--- src/verilog/dwc_pkg.sv ---
package dwc_pkg;

  // Bus widths
  localparam int ADDR_W    = 32;
  localparam int ID_W      = 4;
  localparam int WIDE_DW   = 128;
  localparam int NARROW_DW = 32;

  // Narrow lanes per wide beat
  localparam int LANES = WIDE_DW / NARROW_DW;

  // Size codes as log2 of the byte count
  localparam int WIDE_SIZE_MAX   = 4;
  localparam int NARROW_SIZE_MAX = 2;

  // Buffering
  localparam int CMD_DEPTH  = 4;
  localparam int BEAT_DEPTH = 4;

  typedef enum logic [2:0] {
    SIZE_1B  = 3'd0,
    SIZE_2B  = 3'd1,
    SIZE_4B  = 3'd2,
    SIZE_8B  = 3'd3,
    SIZE_16B = 3'd4
  } ax_size_e;

  // Address request, same layout on both ports
  typedef struct packed {
    logic [ID_W-1:0]   id;
    logic [ADDR_W-1:0] addr;
    logic [7:0]        len;
    ax_size_e          size;
  } ax_req_t;

  typedef struct packed {
    logic [WIDE_DW-1:0]   data;
    logic [WIDE_DW/8-1:0] strb;
    logic                 last;
  } wide_beat_t;

  typedef struct packed {
    logic [NARROW_DW-1:0]   data;
    logic [NARROW_DW/8-1:0] strb;
    logic                   last;
  } narrow_beat_t;

  // Per-burst info for the W serializer
  typedef struct packed {
    logic [ADDR_W-1:0] addr;
    ax_size_e          narrow_size;
    logic [1:0]        ratio_log2;
    logic [7:0]        wide_len;
  } split_cmd_t;

  typedef struct packed {
    logic [ID_W-1:0] id;
  } b_resp_t;

  typedef enum logic {
    DSZ_IDLE = 1'b0,
    DSZ_HOLD = 1'b1
  } dsz_state_e;

endpackage

--- src/verilog/beat_fifo.sv ---
module beat_fifo #(
  parameter type item_t = logic,
  parameter int  DEPTH  = 4
) (
  input  logic  clk,
  input  logic  rst_n,
  input  item_t in_data,
  input  logic  in_valid,
  output logic  in_ready,
  output item_t out_data,
  output logic  out_valid,
  input  logic  out_ready
);

  localparam int PTR_W = (DEPTH > 1) ? $clog2(DEPTH) : 1;
  localparam int CNT_W = $clog2(DEPTH + 1);

  item_t            mem [DEPTH];
  logic [PTR_W-1:0] wptr;
  logic [PTR_W-1:0] rptr;
  logic [CNT_W-1:0] count;
  logic             push;
  logic             pop;

  assign in_ready  = (count != CNT_W'(DEPTH));
  assign out_valid = (count != '0);
  // Head entry falls through to the output
  assign out_data  = mem[rptr];

  assign push = in_valid && in_ready;
  assign pop  = out_valid && out_ready;

  always_ff @(posedge clk) begin
    if (push) begin
      mem[wptr] <= in_data;
    end
  end

  always_ff @(posedge clk or negedge rst_n) begin
    if (!rst_n) begin
      wptr  <= '0;
      rptr  <= '0;
      count <= '0;
    end else begin
      if (push) begin
        wptr <= (wptr == PTR_W'(DEPTH - 1)) ? '0 : wptr + 1'b1;
      end
      if (pop) begin
        rptr <= (rptr == PTR_W'(DEPTH - 1)) ? '0 : rptr + 1'b1;
      end
      // Simultaneous push and pop leaves the count alone
      if (push && !pop) begin
        count <= count + 1'b1;
      end else if (pop && !push) begin
        count <= count - 1'b1;
      end
    end
  end

  // Full leaves the write pointer lapped onto the head
  a_no_push_full: assert property (@(posedge clk) disable iff (!rst_n)
    !in_ready |-> (wptr == rptr));

  // Empty leaves the read pointer caught up with the write pointer
  a_no_pop_empty: assert property (@(posedge clk) disable iff (!rst_n)
    !out_valid |-> (wptr == rptr));

endmodule

--- src/verilog/aw_downsizer.sv ---
module aw_downsizer (
  input  logic                clk,
  input  logic                rst_n,
  input  dwc_pkg::ax_req_t    s_aw,
  input  logic                s_aw_valid,
  output logic                s_aw_ready,
  output dwc_pkg::ax_req_t    m_aw,
  output logic                m_aw_valid,
  input  logic                m_aw_ready,
  output dwc_pkg::split_cmd_t cmd,
  output logic                cmd_valid,
  input  logic                cmd_ready
);

  import dwc_pkg::*;

  dsz_state_e  state;
  dsz_state_e  state_next;
  ax_size_e    narrow_size;
  logic [1:0]  ratio_log2;
  logic [10:0] len_mult;
  logic [10:0] len_full;
  ax_req_t     req_q;
  logic        accept;

  // Clamp size to the narrow bus width
  always_comb begin
    if (s_aw.size > ax_size_e'(NARROW_SIZE_MAX)) begin
      narrow_size = ax_size_e'(NARROW_SIZE_MAX);
    end else begin
      narrow_size = s_aw.size;
    end
  end

  assign ratio_log2 = 2'(s_aw.size - narrow_size);
  // Beats times ratio then back to len encoding
  assign len_mult   = (11'(s_aw.len) + 11'd1) << ratio_log2;
  assign len_full   = len_mult - 11'd1;

  // Only take a request when its command can be stored
  assign s_aw_ready = (state == DSZ_IDLE) && cmd_ready;
  assign accept     = s_aw_valid && s_aw_ready;

  assign cmd_valid        = s_aw_valid && (state == DSZ_IDLE);
  assign cmd.addr         = s_aw.addr;
  assign cmd.narrow_size  = narrow_size;
  assign cmd.ratio_log2   = ratio_log2;
  assign cmd.wide_len     = s_aw.len;

  always_comb begin
    state_next = state;
    case (state)
      DSZ_IDLE: if (accept) state_next = DSZ_HOLD;
      DSZ_HOLD: if (m_aw_ready) state_next = DSZ_IDLE;
      default:  state_next = DSZ_IDLE;
    endcase
  end

  always_ff @(posedge clk or negedge rst_n) begin
    if (!rst_n) begin
      state <= DSZ_IDLE;
    end else begin
      state <= state_next;
    end
  end

  // Rewritten request held until m_aw accepts it
  always_ff @(posedge clk) begin
    if (accept) begin
      req_q.id   <= s_aw.id;
      req_q.addr <= s_aw.addr;
      req_q.len  <= len_full[7:0];
      req_q.size <= narrow_size;
    end
  end

  assign m_aw       = req_q;
  assign m_aw_valid = (state == DSZ_HOLD);

  a_size_max: assert property (@(posedge clk) disable iff (!rst_n)
    s_aw_valid |-> s_aw.size <= ax_size_e'(WIDE_SIZE_MAX));

  // Address must be aligned to the request size
  a_addr_aligned: assert property (@(posedge clk) disable iff (!rst_n)
    s_aw_valid |-> ({1'b0, s_aw.addr[3:0]} & ((5'd1 << s_aw.size) - 5'd1)) == 5'd0);

  a_len_fits: assert property (@(posedge clk) disable iff (!rst_n)
    accept |-> len_full[10:8] == 3'd0);

endmodule

--- src/verilog/w_serializer.sv ---
module w_serializer (
  input  logic                  clk,
  input  logic                  rst_n,
  input  dwc_pkg::split_cmd_t   cmd,
  input  logic                  cmd_valid,
  output logic                  cmd_ready,
  input  dwc_pkg::wide_beat_t   beat,
  input  logic                  beat_valid,
  output logic                  beat_ready,
  output dwc_pkg::narrow_beat_t m_w,
  output logic                  m_w_valid,
  input  logic                  m_w_ready
);

  import dwc_pkg::*;

  localparam int LANE_W = $clog2(LANES);
  localparam int STRB_W = NARROW_DW / 8;

  logic [ADDR_W-1:0] addr_q;
  logic [ADDR_W-1:0] cur_addr;
  logic [ADDR_W-1:0] next_addr;
  logic              busy_q;
  logic [1:0]        sub_q;
  logic [7:0]        wide_cnt_q;
  logic [2:0]        ratio_m1;
  logic [LANE_W-1:0] lane;
  logic              sub_last;
  logic              wide_last;
  logic              fire;

  // First beat of a burst starts from the command address
  assign cur_addr  = busy_q ? addr_q : cmd.addr;
  assign next_addr = cur_addr + (ADDR_W'(1) << cmd.narrow_size);

  // Lane index from address bits 3..2
  assign lane = cur_addr[NARROW_SIZE_MAX +: LANE_W];

  assign ratio_m1  = (3'd1 << cmd.ratio_log2) - 3'd1;
  assign sub_last  = ({1'b0, sub_q} == ratio_m1);
  assign wide_last = (wide_cnt_q == cmd.wide_len);

  assign m_w_valid = cmd_valid && beat_valid;
  assign fire      = m_w_valid && m_w_ready;

  always_comb begin
    m_w.data = beat.data[lane * NARROW_DW +: NARROW_DW];
    m_w.strb = beat.strb[lane * STRB_W +: STRB_W];
    m_w.last = sub_last && wide_last;
  end

  // Wide beat leaves with its last slice, command with the burst's last beat
  assign beat_ready = fire && sub_last;
  assign cmd_ready  = fire && sub_last && wide_last;

  always_ff @(posedge clk or negedge rst_n) begin
    if (!rst_n) begin
      busy_q     <= 1'b0;
      sub_q      <= '0;
      wide_cnt_q <= '0;
    end else if (fire) begin
      if (sub_last && wide_last) begin
        busy_q     <= 1'b0;
        sub_q      <= '0;
        wide_cnt_q <= '0;
      end else begin
        busy_q <= 1'b1;
        if (sub_last) begin
          sub_q      <= '0;
          wide_cnt_q <= wide_cnt_q + 8'd1;
        end else begin
          sub_q <= sub_q + 2'd1;
        end
      end
    end
  end

  // Running narrow byte address
  always_ff @(posedge clk) begin
    if (fire) begin
      addr_q <= next_addr;
    end
  end

  // Upstream W last must line up with the burst length from AW
  a_wide_last: assert property (@(posedge clk) disable iff (!rst_n)
    cmd_valid && beat_valid |-> beat.last == wide_last);

endmodule

--- src/verilog/dwc_write_top.sv ---
module dwc_write_top (
  input  logic                  clk,
  input  logic                  rst_n,
  // Wide slave side
  input  dwc_pkg::ax_req_t      s_aw,
  input  logic                  s_aw_valid,
  output logic                  s_aw_ready,
  input  dwc_pkg::wide_beat_t   s_w,
  input  logic                  s_w_valid,
  output logic                  s_w_ready,
  output dwc_pkg::b_resp_t      s_b,
  output logic                  s_b_valid,
  input  logic                  s_b_ready,
  // Narrow master side
  output dwc_pkg::ax_req_t      m_aw,
  output logic                  m_aw_valid,
  input  logic                  m_aw_ready,
  output dwc_pkg::narrow_beat_t m_w,
  output logic                  m_w_valid,
  input  logic                  m_w_ready,
  input  dwc_pkg::b_resp_t      m_b,
  input  logic                  m_b_valid,
  output logic                  m_b_ready
);

  import dwc_pkg::*;

  split_cmd_t dsz_cmd;
  logic       dsz_cmd_valid;
  logic       dsz_cmd_ready;
  split_cmd_t ser_cmd;
  logic       ser_cmd_valid;
  logic       ser_cmd_ready;
  wide_beat_t ser_beat;
  logic       ser_beat_valid;
  logic       ser_beat_ready;

  aw_downsizer u_dsz (
    .clk        (clk),
    .rst_n      (rst_n),
    .s_aw       (s_aw),
    .s_aw_valid (s_aw_valid),
    .s_aw_ready (s_aw_ready),
    .m_aw       (m_aw),
    .m_aw_valid (m_aw_valid),
    .m_aw_ready (m_aw_ready),
    .cmd        (dsz_cmd),
    .cmd_valid  (dsz_cmd_valid),
    .cmd_ready  (dsz_cmd_ready)
  );

  // Outstanding burst commands
  beat_fifo #(
    .item_t (split_cmd_t),
    .DEPTH  (CMD_DEPTH)
  ) u_cmd_fifo (
    .clk       (clk),
    .rst_n     (rst_n),
    .in_data   (dsz_cmd),
    .in_valid  (dsz_cmd_valid),
    .in_ready  (dsz_cmd_ready),
    .out_data  (ser_cmd),
    .out_valid (ser_cmd_valid),
    .out_ready (ser_cmd_ready)
  );

  // Wide W beats straight from the slave port
  beat_fifo #(
    .item_t (wide_beat_t),
    .DEPTH  (BEAT_DEPTH)
  ) u_beat_fifo (
    .clk       (clk),
    .rst_n     (rst_n),
    .in_data   (s_w),
    .in_valid  (s_w_valid),
    .in_ready  (s_w_ready),
    .out_data  (ser_beat),
    .out_valid (ser_beat_valid),
    .out_ready (ser_beat_ready)
  );

  w_serializer u_ser (
    .clk        (clk),
    .rst_n      (rst_n),
    .cmd        (ser_cmd),
    .cmd_valid  (ser_cmd_valid),
    .cmd_ready  (ser_cmd_ready),
    .beat       (ser_beat),
    .beat_valid (ser_beat_valid),
    .beat_ready (ser_beat_ready),
    .m_w        (m_w),
    .m_w_valid  (m_w_valid),
    .m_w_ready  (m_w_ready)
  );

  // One B per narrow burst so IDs already match
  assign s_b       = m_b;
  assign s_b_valid = m_b_valid;
  assign m_b_ready = s_b_ready;

endmodule

--- config.mk ---
export PLATFORM = sky130hd
export DESIGN_NAME = dwc_write_top
export DESIGN_NICKNAME = d
export VERILOG_FILES = /design/src/verilog/dwc_pkg.sv /design/src/verilog/beat_fifo.sv /design/src/verilog/aw_downsizer.sv /design/src/verilog/w_serializer.sv /design/src/verilog/dwc_write_top.sv
export SDC_FILE = /design/constraint.sdc
export NUM_CORES = 1
export LEC_CHECK = 0
export BUFFER_PORTS_ARGS = -buffer_cell sky130_fd_sc_hd__buf_2
export CORE_AREA = 2 2 308 310
export CTS_CLUSTER_SIZE = 14
export DETAILED_ROUTE_END_ITERATION = 12
export DIE_AREA = 0 0 310 312
export GPL_ROUTABILITY_DRIVEN = 0
export GPL_TIMING_DRIVEN = 0
export PLACE_DENSITY = 0.46
export REMOVE_ABC_BUFFERS = 1
export SETUP_SLACK_MARGIN = 0.2
export SLEW_MARGIN = 20
export SYNTH_ARGS = -nofsm -noshare
export SYNTH_HDL_FRONTEND = slang
export SYNTH_SLANG_ARGS = --single-unit
--- constraint.sdc ---
create_clock -name clk -period 8.45 [get_ports clk]
set_clock_uncertainty 0.1 [all_clocks]
set_input_delay 1.2675 -clock clk [delete_from_list [all_inputs] [get_ports clk]]
set_output_delay 1.2675 -clock clk [all_outputs]
set_load 0.03 [all_outputs]
==> results of run 1 <==
layer usage:
layer  track usage, %  up-vias
li1                 -     6074
met1             16.3     7074
met2             21.0      334
met3             4.25      126
met4             3.73       30
met5                0        -
logic make-up (layout without fill, tap and decap cells):
kind of cell | Yosys count | count (layout) | share of synthesized area, %
xor gates and xnor gates | 23 | 23 | 0.726
buffers and inverters | 84 | 482 | 1.32
DFF | 721 | 721 | 77.5
AOI/OAI and AO/OA | 131 | 131 | 3.33
and+or+nand+nor | 137 | 137 | 2.41
muxes | 176 | 176 | 13.7
adders and majority gates | 21 | 21 | 1.03
other | 1 | 6 | 0.0135
cell type report:
| type | instances | area, um2 |
|---|---|---|
| Multi-Input combinational cell | 493 | 5960 |
| Fill cell | 8724 | 59100 |
| Inverter | 19 | 73.8 |
| Clock inverter | 45 | 488 |
| Sequential cell | 721 | 21500 |
| Clock buffer | 105 | 2160 |
| Tap cell | 1254 | 1570 |
| Antenna cell | 1 | 2.50 |
| Timing Repair Buffer | 313 | 2140 |
worst paths after layout:
check | startpoint | end | depth (start not counted)
max in group asynchronous | rst_n | u_beat_fifo.rptr[0] | 1
worst min register to register | u_dsz.m_aw_valid | u_dsz.m_aw_valid | 1
worst max-delay path | u_cmd_fifo.rptr[0] | m_w[19] | 7
worst min-delay path | u_dsz.m_aw_valid | u_dsz.m_aw_valid | 1
worst max register to register | u_cmd_fifo.rptr[0] | u_cmd_fifo.count[1] | 12
min in group asynchronous | rst_n | u_cmd_fifo.rptr[0] | 1
worst max-delay path, cell delays in order (launching register included):
cell and delay (ns):
dfrtp_2 0.79, mux4_2 0.59, mux2i_1 0.58, nor2b_4 0.68, buf_12 0.25, a22oi_1 0.10, nand2_1 0.17, buf_2 0.23
state kept, by name, summed over array words and instances, names as in the netlist, 2 cells and up:
name	cells
u_beat_fifo.rptr	2
u_cmd_fifo.count	3
u_cmd_fifo.wptr	2
u_ser.wide_cnt_q	8
u_beat_fifo.mem	576
u_cmd_fifo.rptr	2
u_ser.addr_q	4
u_ser.sub_q	2
u_beat_fifo.count	3
u_beat_fifo.wptr	2
u_cmd_fifo.mem	68
u_dsz.m_aw	47
power by group:
part	leakage, nW	total (mW)	internal [mW]	switching [mW]
registers	6.69	4.91	4.69	0.218
logic	3.49	3.68	1.52	2.17
clock network	1.28	3.49	2.04	1.45
placed cells by master (no fill, tap or decap), types with 4 or more instances in the layout:
cell type and count:
nor3_1 8, and3_1 8, clkinv_1 15, nor2_1 21, conb_1 5, or3_1 4
nand2_1 58, buf_12 10, mux2_2 8, clkbuf_16 83, nand3_1 4, and3_4 4
o21ai_0 21, inv_1 17, mux4_2 160, xnor2_1 15, edfxtp_1 695, buf_16 19
mux2i_1 4, a22oi_1 74, nor2b_1 8, a22o_1 6, clkinv_2 10, dfrtp_1 24
a21oi_1 9, clkbuf_1 22, bufinv_16 7, ha_1 18, buf_2 284, xor2_1 8
==> summary.md, run 1 <==
| Metric | Value |
|---|---|
| Status | complete, no violations |
| Hold Path Class | reg2reg |
| Final Max Slew Viols | 0 |
| Relative slew slack | between 30% and 40% |
| Worst slew pin tran | roughly 0.97 ns |
| Final non-filler cell total | 2,951 |
| Flop2flop setup slack | 4.12 ns |
| Chip Height | 312 um |
| PnR worst setup slack | between 3 and 4 ns |
| Placed Cells | 2,800 |
| CP Capture Type | primary output |
| Seq/Total Area, Yosys | 77.5% |
| Synth warn | 0 |
| Gr ovfl total | 0 |
| Commonest cells post-synth | 695 x edfxtp_1, 160 x mux4_2, 74 x a22oi_1 |
| Post-route cell area | 33,900 um2 |
| Fin util | 36.5% |
| CTS resizes | 0 |
| Final WL | 62,100 um |
| Final Total Pwr | 12.1 mW |
| Main synth FF type | edfxtp_1 |
| Clock transition at the registers of the reported paths | about 0.060 ns |
| Endpoints failing setup | 0 |
| Async S/R FF share, synth | under 10% |
| Starting Density | 29.8% |
| Routed met3 length | 4070 um |
| DR WL met2 | 29,900 um |
| Yosys reg bits | 721 |
| Aggregate global-route resource usage | 12.9% |
| Total negative slack | 0 ns |
| Remaining DRCs | 0 |
| First-pass GRT wire length | 93,400 um |
| Clk_lat worst skew | 0.64 ns |
| Initial antenna violation count | 21 |
| CTS tree | done |
| Synth cell types | 56 |
| Cell with the most instances after synthesis | edfxtp_1 |
| Final critical-path required period | 5.44 ns |
| Share of layout cells above drive strength 1 | between 30 and 40% |
| Num CTS Buffers | 82 |
| Number of global-route vias before repair | 15,000 |
| Largest net degree at the start of global routing | 65 |
| Synth top area share | 75.2% |
| Nets | 1,855 |
| Clock root cell | clkbuf_16 |
| Hold buffer count at cts | 0 |
| Cells after synthesis | 1,294 |
| Hold slack final | 0.403 ns |
| Full die area | ~97,000 um2 |
| Final hold vios | 0 |
| Max-cap viol count | 0 |
| WL met1 | 26,400 um |
| Area growth, synth to finish | 22.2% |
| Syn_area_per_cell | approximately 21 um2 |
| Setup bufs post-CTS | 0 |
| Max layer used | met5 |
| DP Worst Slack | roughly 3.5 ns |
| Crit Path Class | reg2out |
| Die X | 310 um |
| Io pins | 298 |
| Syn Std Cell Area | roughly 28,000 um2 |
| Synth top area cells | edfxtp_1 75%, mux4_2 13%, dfrtp_1 2.3%, a22oi_1 2.0%, ha_1 0.81% |
| DR vias | 13,600 |
| Final ANT Viol Nets | 0 |
| DR WL/cell | 21.0 um |
| CP startpoint kind | flop |
| Drt pass-1 iters | 4 |
| Number of DRC markers in iteration 0 | about 770 |
| H-tree lvl count | 3 |
| I/O Buffers | 284 |
| WP data required | 7.08 ns |
| Critical Path Fanout Max | 20 |
| CTS max path bufs | 3 |
| PwrDens | roughly 360 nW/um2 |
| Clock sink total | 721 |
| P_leak | 11.5 nW |
| Number of synthesized flops with an enable pin | 695 |
| Largest area contributor in the netlist | edfxtp_1 |
| Unrepaired setup endpoints after global routing | false |
| Core Footprint | 93,000 um2 |
| VDD IR max | around 0.20 mV |
| Arrival @ worst endpoint | between 4 and 5 ns |
| Placed Area | 31,300 um2 |
| Rows | ~110 |
| F_max | 0.184 GHz |
| Vias per inst | 4.62 |
| Dpl hpwl | 39,600 um |
| Fin crit share | about 64% |
Note: power is estimated with default switching activity, not from simulation.
==> run 2: changes to the inputs <==
==> constraint.sdc (replaced) <==
create_clock -name clk -period 5.1 [get_ports clk]
set_clock_uncertainty 0.1 [all_clocks]
set_input_delay 0.765 -clock clk [delete_from_list [all_inputs] [get_ports clk]]
set_output_delay 0.765 -clock clk [all_outputs]
set_load 0.03 [all_outputs]
==> summary.md, run 2 (synthesis results as in run 1) <==
| Metric | Value |
|---|---|
| DP Worst Slack | 0.667 ns (was 3.51 ns) |
| Hold Path Class | in2async (was reg2reg) |
| Full die area | 96,700 um2 (unchanged) |
| Chip Height | 312 um (unchanged) |
| Seq pwr share | 40.5% (was 40.6%) |
| Clk pwr share | 28.8% (was 28.9%) |
| Area growth, synth to finish | 22.4% (was 22.2%) |
| CP startpoint kind | flop (unchanged) |
| # fillers | 8,716 (was 8,724) |
| DR vias | 13,600 (about the same) |
| Int Power | 13.7 mW (was 8.25 mW) |
| Critical R2R Capture | u_cmd_fifo.count[1] (unchanged) |
| Drt pass-1 iters | 4 (unchanged) |
| Placed Cells | 2,800 (unchanged) |
| DR WL/cell | 21.0 um (about the same) |
| Aggregate global-route resource usage | 12.9% (about the same) |
| I/O Buffers | 284 (unchanged) |
| Relative slew slack | 34.8% (was 35.5%) |
| Initial antenna violation count | 21 (unchanged) |
| VDD IR max | 0.370 mV (was 0.199 mV) |
| WP data required | 4.24 ns (was 7.08 ns) |
| Num CTS Buffers | 82 (unchanged) |
| Io pins | 298 (unchanged) |
| Gr ovfl total | 0 (unchanged) |
| Fin crit share | between 80% and 90% |
| PwrDens | 591 nW/um2 (was 356 nW/um2) |
| Status | complete, no violations (unchanged) |
| Register area | 21,500 um2 (about the same) |
| Endpoints failing setup | 0 (unchanged) |
| Final hold vios | 0 (unchanged) |
| Final non-filler cell total | 2,954 (was 2,951) |
| Flop2flop setup slack | 0.92 ns (was 4.12 ns) |
| Most frequent cells in the layout | 695 x edfxtp_1, 284 x buf_2, 160 x mux4_2 (unchanged) |
| Dpl hpwl | 39,600 um (unchanged) |
| Remaining DRCs | 0 (unchanged) |
| Area of the multi-input gates | 5960 um2 (unchanged) |
| Core Footprint | 93,000 um2 (unchanged) |
| CTS max path bufs | 3 (unchanged) |
| Final critical-path required period | about 4.6 ns |
| Critical Path Fanout Max | 23 (was 20) |
| Reg-to-reg startpoint | u_cmd_fifo.rptr[0] (unchanged) |
| F_max | 0.218 GHz |
| Largest net degree at the start of global routing | 65 (unchanged) |
| PnR worst setup slack | 0.521 ns (was 3.01 ns) |
| Final Max Slew Viols | 0 (unchanged) |
| Largest register FFs | 576 (unchanged) |
| Starting Density | 29.8% (unchanged) |
| Nets | 1,858 (was 1,855) |
| Final WL | 62,100 um (about the same) |
| Combinational Power Share | 30.7% (was 30.5%) |
| Arrival @ worst endpoint | 3.71 ns (was 4.07 ns) |
| Clock root cell | clkbuf_16 (unchanged) |
| Final ANT Viol Nets | 0 (unchanged) |
| Crit Path Class | reg2out (unchanged) |
| R2R depth | 12 (unchanged) |
| Sw Ratio | 31.7% (about the same) |
| Vias per inst | 4.62 (about the same) |
| Clock sink total | 721 (unchanged) |
| Sw Pwr | 6.36 mW (was 3.83 mW) |
| Commonest non-fill, non-tap cell in the layout | edfxtp_1 (unchanged) |
| Worst slew pin tran | 0.978 ns (was 0.967 ns) |
| Largest register by flop count | u_beat_fifo.mem (unchanged) |
| CP Capture Type | primary output (unchanged) |
| Die X | 310 um (unchanged) |
| Number of DRC markers in iteration 0 | 824 (was 767) |
| Share of layout cells above drive strength 1 | 36.3% (was 36.1%) |
| Number of global-route vias before repair | 14,900 (was 15,000) |
| Unrepaired setup endpoints after global routing | false (unchanged) |
| First-pass GRT wire length | 93,400 um (about the same) |
| Clock transition at the registers of the reported paths | 0.06 ns (about the same) |
| CTS tree | done (unchanged) |
| Rows | 112 (unchanged) |
| Hold buffer count at cts | 0 (unchanged) |
| Max-cap viol count | 0 (unchanged) |
| P_leak | 11.5 nW (about the same) |
| H-tree lvl count | 3 (unchanged) |
| Clk_lat worst skew | 0.64 ns (about the same) |
==> run 2: cell types whose count changed in the layout (fill, tap and decap cells not counted), sizes merged <==
cell,delta
buf,+3
==> run 2: worst max path at each step <==
stage	start	to	slack, ns	depth (start not counted)
6_report	u_cmd_fifo.rptr[0]	m_w[22]	0.52	7
5_1_grt	u_cmd_fifo.rptr[0]	m_w[9]	0.25	8
3_5_place_dp	u_cmd_fifo.rptr[0]	m_w[19]	0.67	7
4_1_cts	u_cmd_fifo.rptr[1]	m_w[18]	0.22	7
3_3_place_gp	u_beat_fifo.rptr[0]	m_w[19]	-5.87	4
2_1_floorplan	u_beat_fifo.rptr[0]	m_w[10]	-2.40	3
==> run 2: through the flow <==
| stage | total power [mW] | area, um2 | setup TNS, ns | util, % | hold WS (ns) |
|---|---|---|---|---|---|
| final | 20.1 | 34000 | 0 | 36.5 | 0.0551 |
| after global routing | 21.1 | 34000 | 0 | 36.5 | 0.0614 |
| after CTS | 20.5 | 34000 | 0 | 36.5 | 0.0173 |
| after detailed placement | 14.6 | 31300 | 0 | 33.6 | 0.400 |
| after global placement | 14.2 | 30500 | -1728.89 | 32.8 | 0.382 |
| after floorplan | 12.5 | 27500 | -89.58 | - | 0.364 |
==> run 2: area by class of cell <==
cell class | count | area share, %
Clock inverter | 45 | 1.44
Timing Repair Buffer | 316 | 6.45
Sequential cell | 721 | 63.4
Tap cell | 1254 | 4.62
Clock buffer | 105 | 6.36
Inverter | 19 | 0.217
Antenna cell | 1 | 0.00737
Multi-Input combinational cell | 493 | 17.5
==> run 2: what timing repair did <==
| action | CTS | global route |
|---|---|---|
| cloned | 0 | 0 |
| buffers inserted | 3 | 0 |
| resized for setup | 1 | 1 |
| endpoints found under the hold margin | 0 | 0 |
| setup endpoints to repair | 27 | 25 |
==> run 2: power groups by stage <==
stage	combinational, mW	sequential [mW]	clock (mW)
finish	6.15	8.13	5.78
global route	6.69	8.24	6.20
CTS	6.37	8.15	5.99
detailed placement	6.31	8.27	0
global placement	5.53	8.68	0
floorplan	3.86	8.65	0
==> run 2: metal layers <==
metal	wire, um	part of all wire (%)	vias to the layer above	track usage (%)
li1	-	-	6078	-
met1	26300	42	7057	16.3
met2	29800	48	345	21.0
met3	4250	6.8	124	4.25
met4	1570	2.5	30	3.73
met5	195	0.31	-	0
==> run 2: worst max-delay path, cell delays in order, from the launching register on <==
cell and delay [ns]:
dfrtp_4 0.67, mux4_2 0.56, mux2i_1 0.59, and2_4 0.48, buf_12 0.25, a22oi_1 0.14, nand2_1 0.09, buf_2 0.21
